### src/hw/core_cfg.svh
//////////////////////////////
// bridge write map and timing constants for the shell
// RESET_CYCLES is short so that simulation stays fast;
// hardware builds want a much longer soft reset
//////////////////////////////

`ifndef CORE_CFG_SVH
`define CORE_CFG_SVH

// bridge write addresses of the settings registers
`define ADDR_RESET          32'h0000_0050
`define ADDR_OVERSCAN       32'h0000_0200
`define ADDR_EDGE_MASK      32'h0000_0204
`define ADDR_EXTRA_SPRITES  32'h0000_0208
`define ADDR_PALETTE        32'h0000_020C
`define ADDR_MULTITAP       32'h0000_0300
`define ADDR_PAD_SWAP       32'h0000_0310

// soft reset length in clk_74a cycles
`define RESET_CYCLES        256

// count loaded when the core's horizontal sync rises
`define HS_DELAY_CYCLES     7

// bit of the slot word that carries hide_overscan
`define SLOT_OVERSCAN_BIT   13

// save RAM size reported to the host
`define SAVE_SIZE_BYTES     32'h0004_0000

// data-table entry that holds the save size
`define DATATABLE_SAVE_ADDR 3

`endif

### src/hw/settings_pkg.sv
//////////////////////////////
// field types of the bridge and the settings registers
// widths follow the host bridge and data-table layout
//////////////////////////////

package settings_pkg;

  //////////////////////////////
  // bridge bus
  //////////////////////////////

  // byte address of a bridge access
  typedef logic [31:0] bridge_addr_t;

  // one bridge data word, also the data-table word
  typedef logic [31:0] bridge_data_t;

  //////////////////////////////
  // settings fields
  //////////////////////////////

  // edge masking mode, passed through to the core untouched
  typedef logic [1:0] edge_mask_t;

  // palette index, up to eight palettes
  typedef logic [2:0] palette_sel_t;

  //////////////////////////////
  // data table
  //////////////////////////////

  // data-table index, 1024 entries
  typedef logic [9:0] datatable_addr_t;

endpackage

### src/hw/media_pkg.sv
//////////////////////////////
// controller and pixel word layouts
// pad_keys_t follows the host key bitmap, bit 0 is dpad up
//////////////////////////////

package media_pkg;

  // host key bitmap, msb first
  typedef struct packed {
    logic start;
    logic select;
    logic trig_r3;
    logic trig_l3;
    logic trig_r2;
    logic trig_l2;
    logic trig_r1;
    logic trig_l1;
    logic y;
    logic x;
    logic b;
    logic a;
    logic right;
    logic left;
    logic down;
    logic up;
  } pad_keys_t;

  // console pad word, bit 0 is A
  typedef struct packed {
    logic right;
    logic left;
    logic down;
    logic up;
    logic start;
    logic select;
    logic b;
    logic a;
  } console_pad_t;

  // one pixel, red in the high byte
  typedef struct packed {
    logic [7:0] r;
    logic [7:0] g;
    logic [7:0] b;
  } rgb_t;

endpackage

### src/hw/bridge_regs.sv
//////////////////////////////
// host bridge write decoder and settings registers
// only full-address matches are decoded, reads are not served
// the data-table entry is rewritten every cycle
//////////////////////////////

`timescale 1ns/1ns

`include "core_cfg.svh"

module bridge_regs (
  input  logic                          clk_74a,
  input  logic                          pll_core_locked,

  // host writes
  input  settings_pkg::bridge_addr_t    bridge_addr,
  input  logic                          bridge_wr,
  input  settings_pkg::bridge_data_t    bridge_wr_data,

  // data slot strobes and save flag
  input  logic                          dataslot_requestwrite,
  input  logic                          dataslot_allcomplete,
  input  logic                          has_save,

  // settings towards the core
  output logic                          hide_overscan,
  output settings_pkg::edge_mask_t      mask_vid_edges,
  output logic                          allow_extra_sprites,
  output settings_pkg::palette_sel_t    selected_palette,
  output logic                          multitap_enabled,
  output logic                          pad_swap,
  output logic                          external_reset,
  output logic                          ioctl_download,

  // data-table write port
  output settings_pkg::datatable_addr_t datatable_addr,
  output logic                          datatable_wren,
  output settings_pkg::bridge_data_t    datatable_data
);

  import settings_pkg::*;

  localparam int RST_CNT_W = $clog2(`RESET_CYCLES + 1);

  logic [RST_CNT_W-1:0] reset_cnt;

  //////////////////////////////
  // settings registers
  //////////////////////////////

  always_ff @(posedge clk_74a or negedge pll_core_locked) begin
    if (!pll_core_locked) begin
      hide_overscan       <= 1'b0;
      mask_vid_edges      <= '0;
      allow_extra_sprites <= 1'b0;
      selected_palette    <= '0;
      multitap_enabled    <= 1'b0;
      pad_swap            <= 1'b0;
    end else if (bridge_wr) begin
      // each field takes the low bits of the write data
      case (bridge_addr)
        `ADDR_OVERSCAN:      hide_overscan       <= bridge_wr_data[0];
        `ADDR_EDGE_MASK:     mask_vid_edges      <= edge_mask_t'(bridge_wr_data[1:0]);
        `ADDR_EXTRA_SPRITES: allow_extra_sprites <= bridge_wr_data[0];
        `ADDR_PALETTE:       selected_palette    <= palette_sel_t'(bridge_wr_data[2:0]);
        `ADDR_MULTITAP:      multitap_enabled    <= bridge_wr_data[0];
        `ADDR_PAD_SWAP:      pad_swap            <= bridge_wr_data[0];
        default: ;
      endcase
    end
  end

  //////////////////////////////
  // soft reset counter
  //////////////////////////////

  // a new write restarts the count
  always_ff @(posedge clk_74a or negedge pll_core_locked) begin
    if (!pll_core_locked) begin
      reset_cnt <= '0;
    end else if (bridge_wr && (bridge_addr == `ADDR_RESET)) begin
      reset_cnt <= RST_CNT_W'(`RESET_CYCLES);
    end else if (reset_cnt != '0) begin
      reset_cnt <= reset_cnt - 1'b1;
    end
  end

  assign external_reset = (reset_cnt != '0);

  //////////////////////////////
  // download level
  //////////////////////////////

  // set wins when both strobes meet
  always_ff @(posedge clk_74a or negedge pll_core_locked) begin
    if (!pll_core_locked) begin
      ioctl_download <= 1'b0;
    end else if (dataslot_requestwrite) begin
      ioctl_download <= 1'b1;
    end else if (dataslot_allcomplete) begin
      ioctl_download <= 1'b0;
    end
  end

  //////////////////////////////
  // data-table writer
  //////////////////////////////

  // save size entry, zero when the cart has no save RAM
  always_ff @(posedge clk_74a or negedge pll_core_locked) begin
    if (!pll_core_locked) begin
      datatable_addr <= '0;
      datatable_wren <= 1'b0;
      datatable_data <= '0;
    end else begin
      datatable_addr <= datatable_addr_t'(`DATATABLE_SAVE_ADDR);
      datatable_wren <= 1'b1;
      datatable_data <= has_save ? bridge_data_t'(`SAVE_SIZE_BYTES) : '0;
    end
  end

endmodule

### src/hw/pad_mapper.sv
//////////////////////////////
// host key bitmaps to console pad words
// one cycle of latency, swap only affects pad 1
//////////////////////////////

`timescale 1ns/1ns

module pad_mapper (
  input  logic                   clk_74a,
  input  logic                   pll_core_locked,
  input  logic                   pad_swap,
  input  media_pkg::pad_keys_t   cont1_key,
  input  media_pkg::pad_keys_t   cont2_key,
  input  media_pkg::pad_keys_t   cont3_key,
  input  media_pkg::pad_keys_t   cont4_key,
  output media_pkg::console_pad_t pad1,
  output media_pkg::console_pad_t pad2,
  output media_pkg::console_pad_t pad3,
  output media_pkg::console_pad_t pad4
);

  import media_pkg::*;

  // pick the eight console buttons, with the optional Y/B swap
  function automatic console_pad_t map_keys(input pad_keys_t keys, input logic swap);
    console_pad_t pad;
    pad.a      = swap ? keys.b : keys.a;
    pad.b      = swap ? keys.y : keys.b;
    pad.select = keys.select;
    pad.start  = keys.start;
    pad.up     = keys.up;
    pad.down   = keys.down;
    pad.left   = keys.left;
    pad.right  = keys.right;
    return pad;
  endfunction

  always_ff @(posedge clk_74a or negedge pll_core_locked) begin
    if (!pll_core_locked) begin
      pad1 <= '0;
      pad2 <= '0;
      pad3 <= '0;
      pad4 <= '0;
    end else begin
      pad1 <= map_keys(cont1_key, pad_swap);
      // other pads always map directly
      pad2 <= map_keys(cont2_key, 1'b0);
      pad3 <= map_keys(cont3_key, 1'b0);
      pad4 <= map_keys(cont4_key, 1'b0);
    end
  end

endmodule

### src/hw/video_conditioner.sv
//////////////////////////////
// scaler-facing video from the core's blanking and syncs
// syncs become single-cycle pulses on their rising edge;
// hsync is delayed so it never lands on vsync
//////////////////////////////

`timescale 1ns/1ns

`include "core_cfg.svh"

module video_conditioner (
  input  logic            clk_74a,
  input  logic            pll_core_locked,
  input  logic            hide_overscan,
  input  logic            h_blank,
  input  logic            v_blank,
  input  logic            core_hs,
  input  logic            core_vs,
  input  media_pkg::rgb_t core_rgb,
  output logic            video_de,
  output logic            video_hs,
  output logic            video_vs,
  output media_pkg::rgb_t video_rgb
);

  import media_pkg::*;

  localparam int HS_CNT_W = $clog2(`HS_DELAY_CYCLES + 1);

  logic                de;
  logic                de_prev;
  logic                hs_prev;
  logic                vs_prev;
  logic [HS_CNT_W-1:0] hs_cnt;
  rgb_t                slot_word;

  assign de = ~(h_blank | v_blank);

  // slot word, sent once at the end of each active line
  always_comb begin
    slot_word = '0;
    slot_word[`SLOT_OVERSCAN_BIT] = hide_overscan;
  end

  //////////////////////////////
  // data enable and pixels
  //////////////////////////////

  always_ff @(posedge clk_74a or negedge pll_core_locked) begin
    if (!pll_core_locked) begin
      video_de  <= 1'b0;
      video_rgb <= '0;
      de_prev   <= 1'b0;
    end else begin
      video_de <= de;
      de_prev  <= de;
      if (de) begin
        video_rgb <= core_rgb;
      end else if (de_prev) begin
        // first blank cycle after the line
        video_rgb <= slot_word;
      end else begin
        video_rgb <= '0;
      end
    end
  end

  //////////////////////////////
  // sync pulses
  //////////////////////////////

  always_ff @(posedge clk_74a or negedge pll_core_locked) begin
    if (!pll_core_locked) begin
      video_vs <= 1'b0;
      video_hs <= 1'b0;
      vs_prev  <= 1'b0;
      hs_prev  <= 1'b0;
      hs_cnt   <= '0;
    end else begin
      vs_prev  <= core_vs;
      hs_prev  <= core_hs;
      video_vs <= core_vs & ~vs_prev;
      // pulse on the last step of the delay count
      video_hs <= (hs_cnt == HS_CNT_W'(2));
      if (core_hs && !hs_prev) begin
        hs_cnt <= HS_CNT_W'(`HS_DELAY_CYCLES);
      end else if (hs_cnt != '0) begin
        hs_cnt <= hs_cnt - 1'b1;
      end
    end
  end

endmodule

### src/hw/nes_shell_top.sv
//////////////////////////////
// shell logic around the emulated console, all on clk_74a
// settings, reset and pad words leave for an external core
//////////////////////////////

`timescale 1ns/1ns

module nes_shell_top (
  input  logic                          clk_74a,
  input  logic                          pll_core_locked,

  // host bridge and data slots
  input  settings_pkg::bridge_addr_t    bridge_addr,
  input  logic                          bridge_wr,
  input  settings_pkg::bridge_data_t    bridge_wr_data,
  input  logic                          dataslot_requestwrite,
  input  logic                          dataslot_allcomplete,
  input  logic                          has_save,

  // controllers
  input  media_pkg::pad_keys_t          cont1_key,
  input  media_pkg::pad_keys_t          cont2_key,
  input  media_pkg::pad_keys_t          cont3_key,
  input  media_pkg::pad_keys_t          cont4_key,

  // video from the core
  input  logic                          h_blank,
  input  logic                          v_blank,
  input  logic                          core_hs,
  input  logic                          core_vs,
  input  media_pkg::rgb_t               core_rgb,

  // settings to the core
  output logic                          hide_overscan,
  output settings_pkg::edge_mask_t      mask_vid_edges,
  output logic                          allow_extra_sprites,
  output settings_pkg::palette_sel_t    selected_palette,
  output logic                          multitap_enabled,
  output logic                          external_reset,
  output logic                          ioctl_download,

  // data table
  output settings_pkg::datatable_addr_t datatable_addr,
  output logic                          datatable_wren,
  output settings_pkg::bridge_data_t    datatable_data,

  // pad words
  output media_pkg::console_pad_t       pad1,
  output media_pkg::console_pad_t       pad2,
  output media_pkg::console_pad_t       pad3,
  output media_pkg::console_pad_t       pad4,

  // scaler video
  output logic                          video_de,
  output logic                          video_hs,
  output logic                          video_vs,
  output media_pkg::rgb_t               video_rgb
);

  logic pad_swap;

  bridge_regs bridge_regs_i (
    .clk_74a               (clk_74a),
    .pll_core_locked       (pll_core_locked),
    .bridge_addr           (bridge_addr),
    .bridge_wr             (bridge_wr),
    .bridge_wr_data        (bridge_wr_data),
    .dataslot_requestwrite (dataslot_requestwrite),
    .dataslot_allcomplete  (dataslot_allcomplete),
    .has_save              (has_save),
    .hide_overscan         (hide_overscan),
    .mask_vid_edges        (mask_vid_edges),
    .allow_extra_sprites   (allow_extra_sprites),
    .selected_palette      (selected_palette),
    .multitap_enabled      (multitap_enabled),
    .pad_swap              (pad_swap),
    .external_reset        (external_reset),
    .ioctl_download        (ioctl_download),
    .datatable_addr        (datatable_addr),
    .datatable_wren        (datatable_wren),
    .datatable_data        (datatable_data)
  );

  pad_mapper pad_mapper_i (
    .clk_74a         (clk_74a),
    .pll_core_locked (pll_core_locked),
    .pad_swap        (pad_swap),
    .cont1_key       (cont1_key),
    .cont2_key       (cont2_key),
    .cont3_key       (cont3_key),
    .cont4_key       (cont4_key),
    .pad1            (pad1),
    .pad2            (pad2),
    .pad3            (pad3),
    .pad4            (pad4)
  );

  video_conditioner video_conditioner_i (
    .clk_74a         (clk_74a),
    .pll_core_locked (pll_core_locked),
    .hide_overscan   (hide_overscan),
    .h_blank         (h_blank),
    .v_blank         (v_blank),
    .core_hs         (core_hs),
    .core_vs         (core_vs),
    .core_rgb        (core_rgb),
    .video_de        (video_de),
    .video_hs        (video_hs),
    .video_vs        (video_vs),
    .video_rgb       (video_rgb)
  );

endmodule

### config.mk
export PLATFORM = sky130hd
export DESIGN_NAME = nes_shell_top
export DESIGN_NICKNAME = d
export VERILOG_FILES = /design/src/hw/settings_pkg.sv /design/src/hw/media_pkg.sv /design/src/hw/bridge_regs.sv /design/src/hw/pad_mapper.sv /design/src/hw/video_conditioner.sv /design/src/hw/nes_shell_top.sv
export VERILOG_INCLUDE_DIRS = /design/src /design/src/hw
export SDC_FILE = /design/constraint.sdc
export NUM_CORES = 1
export LEC_CHECK = 0
export ABC_AREA = 1
export ABC_CLOCK_PERIOD_IN_PS = 1500
export BUFFER_PORTS_ARGS = -buffer_cell sky130_fd_sc_hd__buf_2
export CAP_MARGIN = 0
export CORE_AREA = 2 2 108 110
export CTS_CLUSTER_DIAMETER = 40
export CTS_CLUSTER_SIZE = 25
export DETAILED_ROUTE_END_ITERATION = 8
export DIE_AREA = 0 0 110 112
export PLACE_DENSITY = 0.68
export RECOVER_POWER = 100
export SLEW_MARGIN = 20
export SYNTH_ARGS = -nofsm -noshare
export SYNTH_HDL_FRONTEND = slang
export SYNTH_HIERARCHICAL = 1
export SYNTH_SLANG_ARGS = --single-unit
### constraint.sdc
create_clock -name clk_74a -period 1.5 [get_ports clk_74a]
set_input_delay 0.075 -clock clk_74a [delete_from_list [all_inputs] [get_ports clk_74a]]
set_output_delay 0.075 -clock clk_74a [all_outputs]
set_load 0.03 [all_outputs]
==> results of run 1 <==
cell families after synthesis:
group / Yosys count
AND/OR/NAND/NOR: 195
buffers and inverters: 102
flip-flops: 85
AO/OA/AOI/OAI: 14
adder cells (fa/ha/maj): 4
other: 2
XOR/XNOR: 1
path summary, 6_finish.rpt:
kind / start / endpoint / slack (ps)
setup / recovery: bridge_regs_i/reset_cnt[0]$_DFFE_PN0P_ / external_reset / 60
hold / removal: cont1_key[5] / pad_mapper_i/pad1[1]$_DFF_PN0_ / 6
setup reg to reg: bridge_regs_i/reset_cnt[0]$_DFFE_PN0P_ / bridge_regs_i/reset_cnt[0]$_DFFE_PN0P_ / 120
hold reg to reg: video_conditioner_i/vs_prev$_DFF_PN0_ / video_conditioner_i/video_vs$_DFF_PN0_ / 400
max in group asynchronous: pll_core_locked / pad_mapper_i/pad3[3]$_DFF_PN0_ / 280
min in group asynchronous: pll_core_locked / bridge_regs_i/reset_cnt[8]$_DFFE_PN0P_ / 270
stage by stage:
| stage | cell area [um2] | setup WS (ps) | hold slack (ps) | setup TNS, ps | power, mW |
|---|---|---|---|---|---|
| 2_1_floorplan | 3860 | 182 | -221 | 0 | 3.13 |
| 3_3_place_gp | 4630 | 142 | -19.0 | 0 | 3.35 |
| 3_5_place_dp | 4630 | 119 | -14.5 | 0 | 3.40 |
| 4_1_cts | 5630 | 3.26 | 8.28 | 0 | 5.83 |
| 5_1_grt | 5490 | -12.5 | 24.1 | -12.5 | 5.99 |
| 6_report | 5490 | 55.8 | 6.46 | 0 | 5.70 |
routing by layer:
metal	vias to the layer above	GRT usage (%)	wire length, um
li1	1634	-	-
met3	17	3.86	683
met1	1497	16.1	3540
met2	138	26.4	4640
met4	0	6.24	139
met5	-	0	0
synth_stat cells (all sizes together):
master and n:
inv 57, xor2 1, nand2 78, buf 45, dfrtp 85, o21bai 1
nand3 28, o21ai 6, ha 4, nor2 87, o22ai 1, nor3 2
conb 2, a21oi 6
layout make-up:
class | count | area share [%]
clock buffers | 9 | 4.10
clock inverters | 7 | 1.46
inverters | 57 | 3.89
multi-input cells | 254 | 21.2
flip-flops and latches | 85 | 38.7
well taps | 143 | 3.26
repair buffers | 250 | 27.4
worst register-to-register path, delay by kind of cell (launching register included):
kind,cells,cell delay (ps)
buf+inv,2,270
simple gates,4,310
fa+ha+maj,1,150
flops,1,370
xor+xnor,1,160
registers in the layout (all words and copies together) (netlist names):
name                               flops
bridge_regs_i/reset_cnt                9
pad_mapper_i/pad1                      8
bridge_regs_i/datatable_addr           1
video_conditioner_i/video_hs           1
bridge_regs_i/multitap_enabled         1
bridge_regs_i/allow_extra_sprites      1
pad_mapper_i/pad2                      8
bridge_regs_i/hide_overscan            1
bridge_regs_i/selected_palette         3
pad_mapper_i/pad3                      8
bridge_regs_i/ioctl_download           1
video_conditioner_i/hs_prev            1
bridge_regs_i/pad_swap                 1
bridge_regs_i/datatable_data           1
pad_mapper_i/pad4                      8
bridge_regs_i/mask_vid_edges           2
video_conditioner_i/de_prev            1
video_conditioner_i/video_vs           1
video_conditioner_i/hs_cnt             3
video_conditioner_i/video_rgb         24
video_conditioner_i/vs_prev            1
power by group:
part	switching [mW]	total [mW]	leakage [nW]	internal, mW
clock	0.926	2.24	0.149	1.32
combinational	0.648	0.989	1.62	0.341
sequential	0.0550	2.47	1.06	2.41
total	1.63	5.70	2.83	4.07
timing repair:
action / CTS / global route
setup buffers: 2 / 2
endpoints found under the hold margin: 150 / 0
pin swaps: 1 / 1
setup endpoints to repair: 1 / 4
resized for setup: 4 / 3
hold buffers: 67 / 0
==> impl_metrics.env, run 1 <==
export IMPL_grt_first_pass_wirelength_mm=14.3
export IMPL_p_leak_nw=2.83
export IMPL_ios=274
export IMPL_syn_inst=403
export IMPL_final_hold_violation_count=0
export IMPL_clockBufferDepth=2
export IMPL_register_area_um2=2130
export IMPL_synth_top_family_by_area="simple AND/OR/NAND/NOR gates"
export IMPL_cp_max_fo=3
export IMPL_fin_nets=823
export IMPL_ys_seq_area_share_pct=57.2
export IMPL_final_cell_mix="buf_2, dfrtp_1, clkbuf_1"
export IMPL_startpoint_type="flop"
export IMPL_drtIter0Drc=131
export IMPL_syn_avg_cell_area_um2=9.22
export IMPL_crit_arrival_ps=1370
export IMPL_h_tree_depth=3
export IMPL_antenna_found_initial=0
export IMPL_via_per_inst=4.08
export IMPL_worst_ep_required_time_ps=1420
export IMPL_finalClockSkew_ps=5.54
export IMPL_start_util_pct=33.3
export IMPL_numClockSinks=85
export IMPL_period_minus_slack_ps=1440
export IMPL_cp_end_kind="output pin"
export IMPL_overflow=0
export IMPL_dp_hpwl_mm=6.47
export IMPL_p_per_area_nw_per_um2=1040
export IMPL_worst_pin_slew_ps=640
export IMPL_portBuffers=174
export IMPL_synthToLayoutAreaGrowth_pct=47.8
export IMPL_drv_cap=0
export IMPL_synth_simple_gate_area_share_pct=23.9
export IMPL_max_stage_delay_ps=370
export IMPL_place_congestion=0.836
export IMPL_reg2regPathDepth=8
export IMPL_fin_cells=805
export IMPL_run_status="completed"
export IMPL_dr_pass1_iters=4
export IMPL_slowest_stage="dfrtp_1"
export IMPL_grt_max_degree=40
export IMPL_yosysWarnings=6
export IMPL_dr_total_vias=3286
export IMPL_crit_type="reg2out"
export IMPL_relSlewSlack_pct=57.3
export IMPL_setup_viol=0
export IMPL_rows=39
export IMPL_yosys_mux_area_fraction_pct=0
export IMPL_drive_gt1_share_pct=21.9
export IMPL_ys_types=23
export IMPL_wl_mm=9.00
export IMPL_yosysTopAreaCellShare_pct=57.2
export IMPL_holdPathStages=3
export IMPL_fillCellCount=1064
export IMPL_yosys_top_cells_area="dfrtp_1, buf_4, nand2_1, nor2_1, inv_1"
export IMPL_cts_tree="built"
export IMPL_fin_util_pct=49.2
export IMPL_worst_path_buf_inv=2
export IMPL_dieArea_um2=12300
export IMPL_wl_per_cell_um=11.2
export IMPL_fmax_mhz=692
export IMPL_worstSkewPairLatency_ps=330
export IMPL_die_h_um=112
export IMPL_yosys_area_share_xor_xnor_pct=0.236
export IMPL_diodes=0
export IMPL_crit_family="flip-flops"
export IMPL_fin_crit_sh_pct=96.3
export IMPL_synth_fa_ha_area_share_pct=1.35
export IMPL_numCtsBuffers=9
export IMPL_synth_seq_cells=85
export IMPL_clk_pin_slew_ps=60
export IMPL_core_area_um2=11200
export IMPL_hold_path_class="in2reg"
export IMPL_drc=0
export IMPL_final_common_cell="buf_2"
export IMPL_multi_input_comb_area_um2=1160
export IMPL_fp_dieW_um=110
export IMPL_synth_compound_area_share_pct=1.99
export IMPL_grt_pass1_vias=3269
export IMPL_grt_use_total_pct=14.7
export IMPL_path_depth=6
export IMPL_clock_root_buffer="clkbuf_16"
export IMPL_route_antenna_remaining_nets=0
export IMPL_drv_slew=0
export IMPL_yosysTopAreaCell="dfrtp_1"
export IMPL_synth_cell_area_um2=3720
export IMPL_peakVddDrop_mv=0.656
export IMPL_path_cells="inv_2 -> ha_4 -> nand2_2 -> nor2_4 -> nand2_4 -> buf_6"
export IMPL_dp_cells=718
Power figures use the tool's default switching activity.
==> inputs of run 2 (changes only) <==
ABC_CLOCK_PERIOD_IN_PS = 1350   (was 1500)
clock period = 1.35 ns   (was 1.5 ns; I/O delays follow)
==> run 2 against run 1 <==
  * The flow now finishes with violations (negative setup slack)
  * Combinational power increased by 10%
  * Routed wire length grew 3.8%
  * Non-clock buffer count increased by 1
  * Hold slack gained 8.4 ps
  * Die area did not move
  * Highest routed layer unchanged
==> impl_metrics.env, run 2 (synthesis gave the netlist of run 1 again) <==
export IMPL_relSlewSlack_pct=47.5
export IMPL_setup_viol=2
export IMPL_period_minus_slack_ps=1390
export IMPL_drv_slew=0
export IMPL_diodes=0
export IMPL_path_cells="inv_2 -> ha_4 -> nand2_4 -> nor2_4 -> nand2_4 -> buf_6"
export IMPL_clockBufferDepth=2
export IMPL_layout_setup_ws_ps=-37.6
export IMPL_crit_top_cell="nand2_4"
export IMPL_ios=274
export IMPL_wl_mm=9.35
export IMPL_fin_util_pct=49.3
export IMPL_dr_total_vias=3341
export IMPL_max_stage_delay_ps=390
export IMPL_grt_first_pass_wirelength_mm=15.0
export IMPL_worst_path_buf_inv=2
export IMPL_rows=39
export IMPL_cts_tree="built"
export IMPL_route_antenna_remaining_nets=0
export IMPL_rsz0062_at_grt="true"
export IMPL_dr_pass1_iters=4
export IMPL_fp_dieW_um=110
export IMPL_worst_ep_required_time_ps=1280
export IMPL_final_hold_violation_count=0
export IMPL_clk_pin_slew_ps=60
export IMPL_overflow=0
export IMPL_drive_gt1_share_pct=22.9
export IMPL_biggestRegsByFlops="video_conditioner_i/video_rgb x24, bridge_regs_i/reset_cnt x9"
export IMPL_drc=0
export IMPL_final_cell_mix="buf_2, dfrtp_1, clkbuf_1"
export IMPL_largest_reg_flops=24
export IMPL_numClockSinks=85
export IMPL_h_tree_depth=3
export IMPL_clock_root_buffer="clkbuf_16"
export IMPL_worstSkewPairLatency_ps=320
export IMPL_final_common_cell="buf_2"
export IMPL_violations="negative setup slack"
export IMPL_regMostFlops="video_conditioner_i/video_rgb"
export IMPL_fmax_mhz=721
export IMPL_cp_end_kind="output pin"
export IMPL_crit_arrival_ps=1320
export IMPL_via_per_inst=4.15
export IMPL_dieArea_um2=12300
export IMPL_hold_path_class="in2reg"
export IMPL_crit_type="reg2out"
export IMPL_grt_max_degree=44
export IMPL_finalClockSkew_ps=4.58
export IMPL_p_leak_nw=2.85
export IMPL_dp_hpwl_mm=6.51
export IMPL_cp_max_fo=3
export IMPL_r2r_start="bridge_regs_i/reset_cnt[1]$_DFFE_PN0P_"
export IMPL_drv_cap=0
export IMPL_place_congestion=0.833
export IMPL_worstHoldStart="cont1_key[5]"
export IMPL_portBuffers=174
export IMPL_crit_family="flip-flops"
export IMPL_start_util_pct=33.3
export IMPL_synthToLayoutAreaGrowth_pct=48.3
export IMPL_power_mw=6.34
export IMPL_grt_use_total_pct=15.4
export IMPL_die_h_um=112
export IMPL_grt_pass1_vias=3358
export IMPL_p_per_area_nw_per_um2=1150
export IMPL_startpoint="bridge_regs_i/reset_cnt[1]$_DFFE_PN0P_"
export IMPL_run_status="finished, violations left"
export IMPL_slowest_stage="dfrtp_1"
export IMPL_fillCellCount=1078
export IMPL_wl_per_cell_um=11.6
export IMPL_drtIter0Drc=117
export IMPL_numCtsBuffers=9
export IMPL_core_area_um2=11200
export IMPL_fin_nets=824
export IMPL_post_place_ws_ps=2.99
export IMPL_multi_input_comb_area_um2=1160
export IMPL_worst_pin_slew_ps=788
export IMPL_startpoint_type="flop"
export IMPL_fin_crit_sh_pct=103
export IMPL_antenna_found_initial=0
export IMPL_peakVddDrop_mv=0.522
export IMPL_register_area_um2=2130
[run 2: routing by layer]
metal	GRT usage [%]	part of all wire [%]	vias to the layer above
met5	0	0	-
met4	5.23	1.8	0
met3	3.86	7.0	15
met2	27.8	51	146
met1	17.4	40	1550
li1	-	-	1630
[run 2: path summary, 6_finish.rpt]
| check | to | slack, ps | cells past startpoint |
|---|---|---|---|
| max | external_reset | -40 | 6 |
| min | pad_mapper_i/pad1[0]$_DFF_PN0_ | 10 | 3 |
| max reg2reg | bridge_regs_i/reset_cnt[5]$_DFFE_PN0P_ | -10 | 7 |
| min reg2reg | video_conditioner_i/video_vs$_DFF_PN0_ | 400 | 1 |
| max in group asynchronous | pad_mapper_i/pad1[7]$_DFF_PN0_ | 230 | 3 |
| min in group asynchronous | bridge_regs_i/ioctl_download$_DFFE_PN0P_ | 360 | 2 |
[run 2: metrics by stage]
step                      TNS, ps  hold slack [ps]  instance area [um2]  cells
after floorplan                 0             -228                 3860    441
after global placement          0             24.3                 4630    720
after detailed placement        0             33.0                 4630    720
after CTS                   -44.5             7.48                 5660    806
after global routing         -724            0.329                 5510    806
final                       -51.9             14.8                 5510    806
[run 2: layout make-up]
type	instances	area share, %
clock buffer	9	4.09
clock inverter	7	1.45
inverter	57	3.88
multi-input combinational	254	21.0
sequential	85	38.6
tap	143	3.25
timing repair buffer	251	27.7
[run 2: tightest hold or removal path, stage by stage]
cell and delay, ps:
buf_2 90, nand2_1 50, nand2_1 90
[run 2: report_power, final]
group | total, mW | internal (mW) | switching, mW
sequential | 2.74 | 2.68 | 0.0615
clock | 2.51 | 1.46 | 1.05
combinational | 1.09 | 0.380 | 0.712
total | 6.34 | 4.52 | 1.82
[run 2: timing repair]
action	4_1_cts	5_1_grt
hold buffers	67	0
setup endpoints to repair	3	9
resized for setup	8	5
hold endpoints to repair	90	0
setup buffers	3	0
pin swaps	2	0
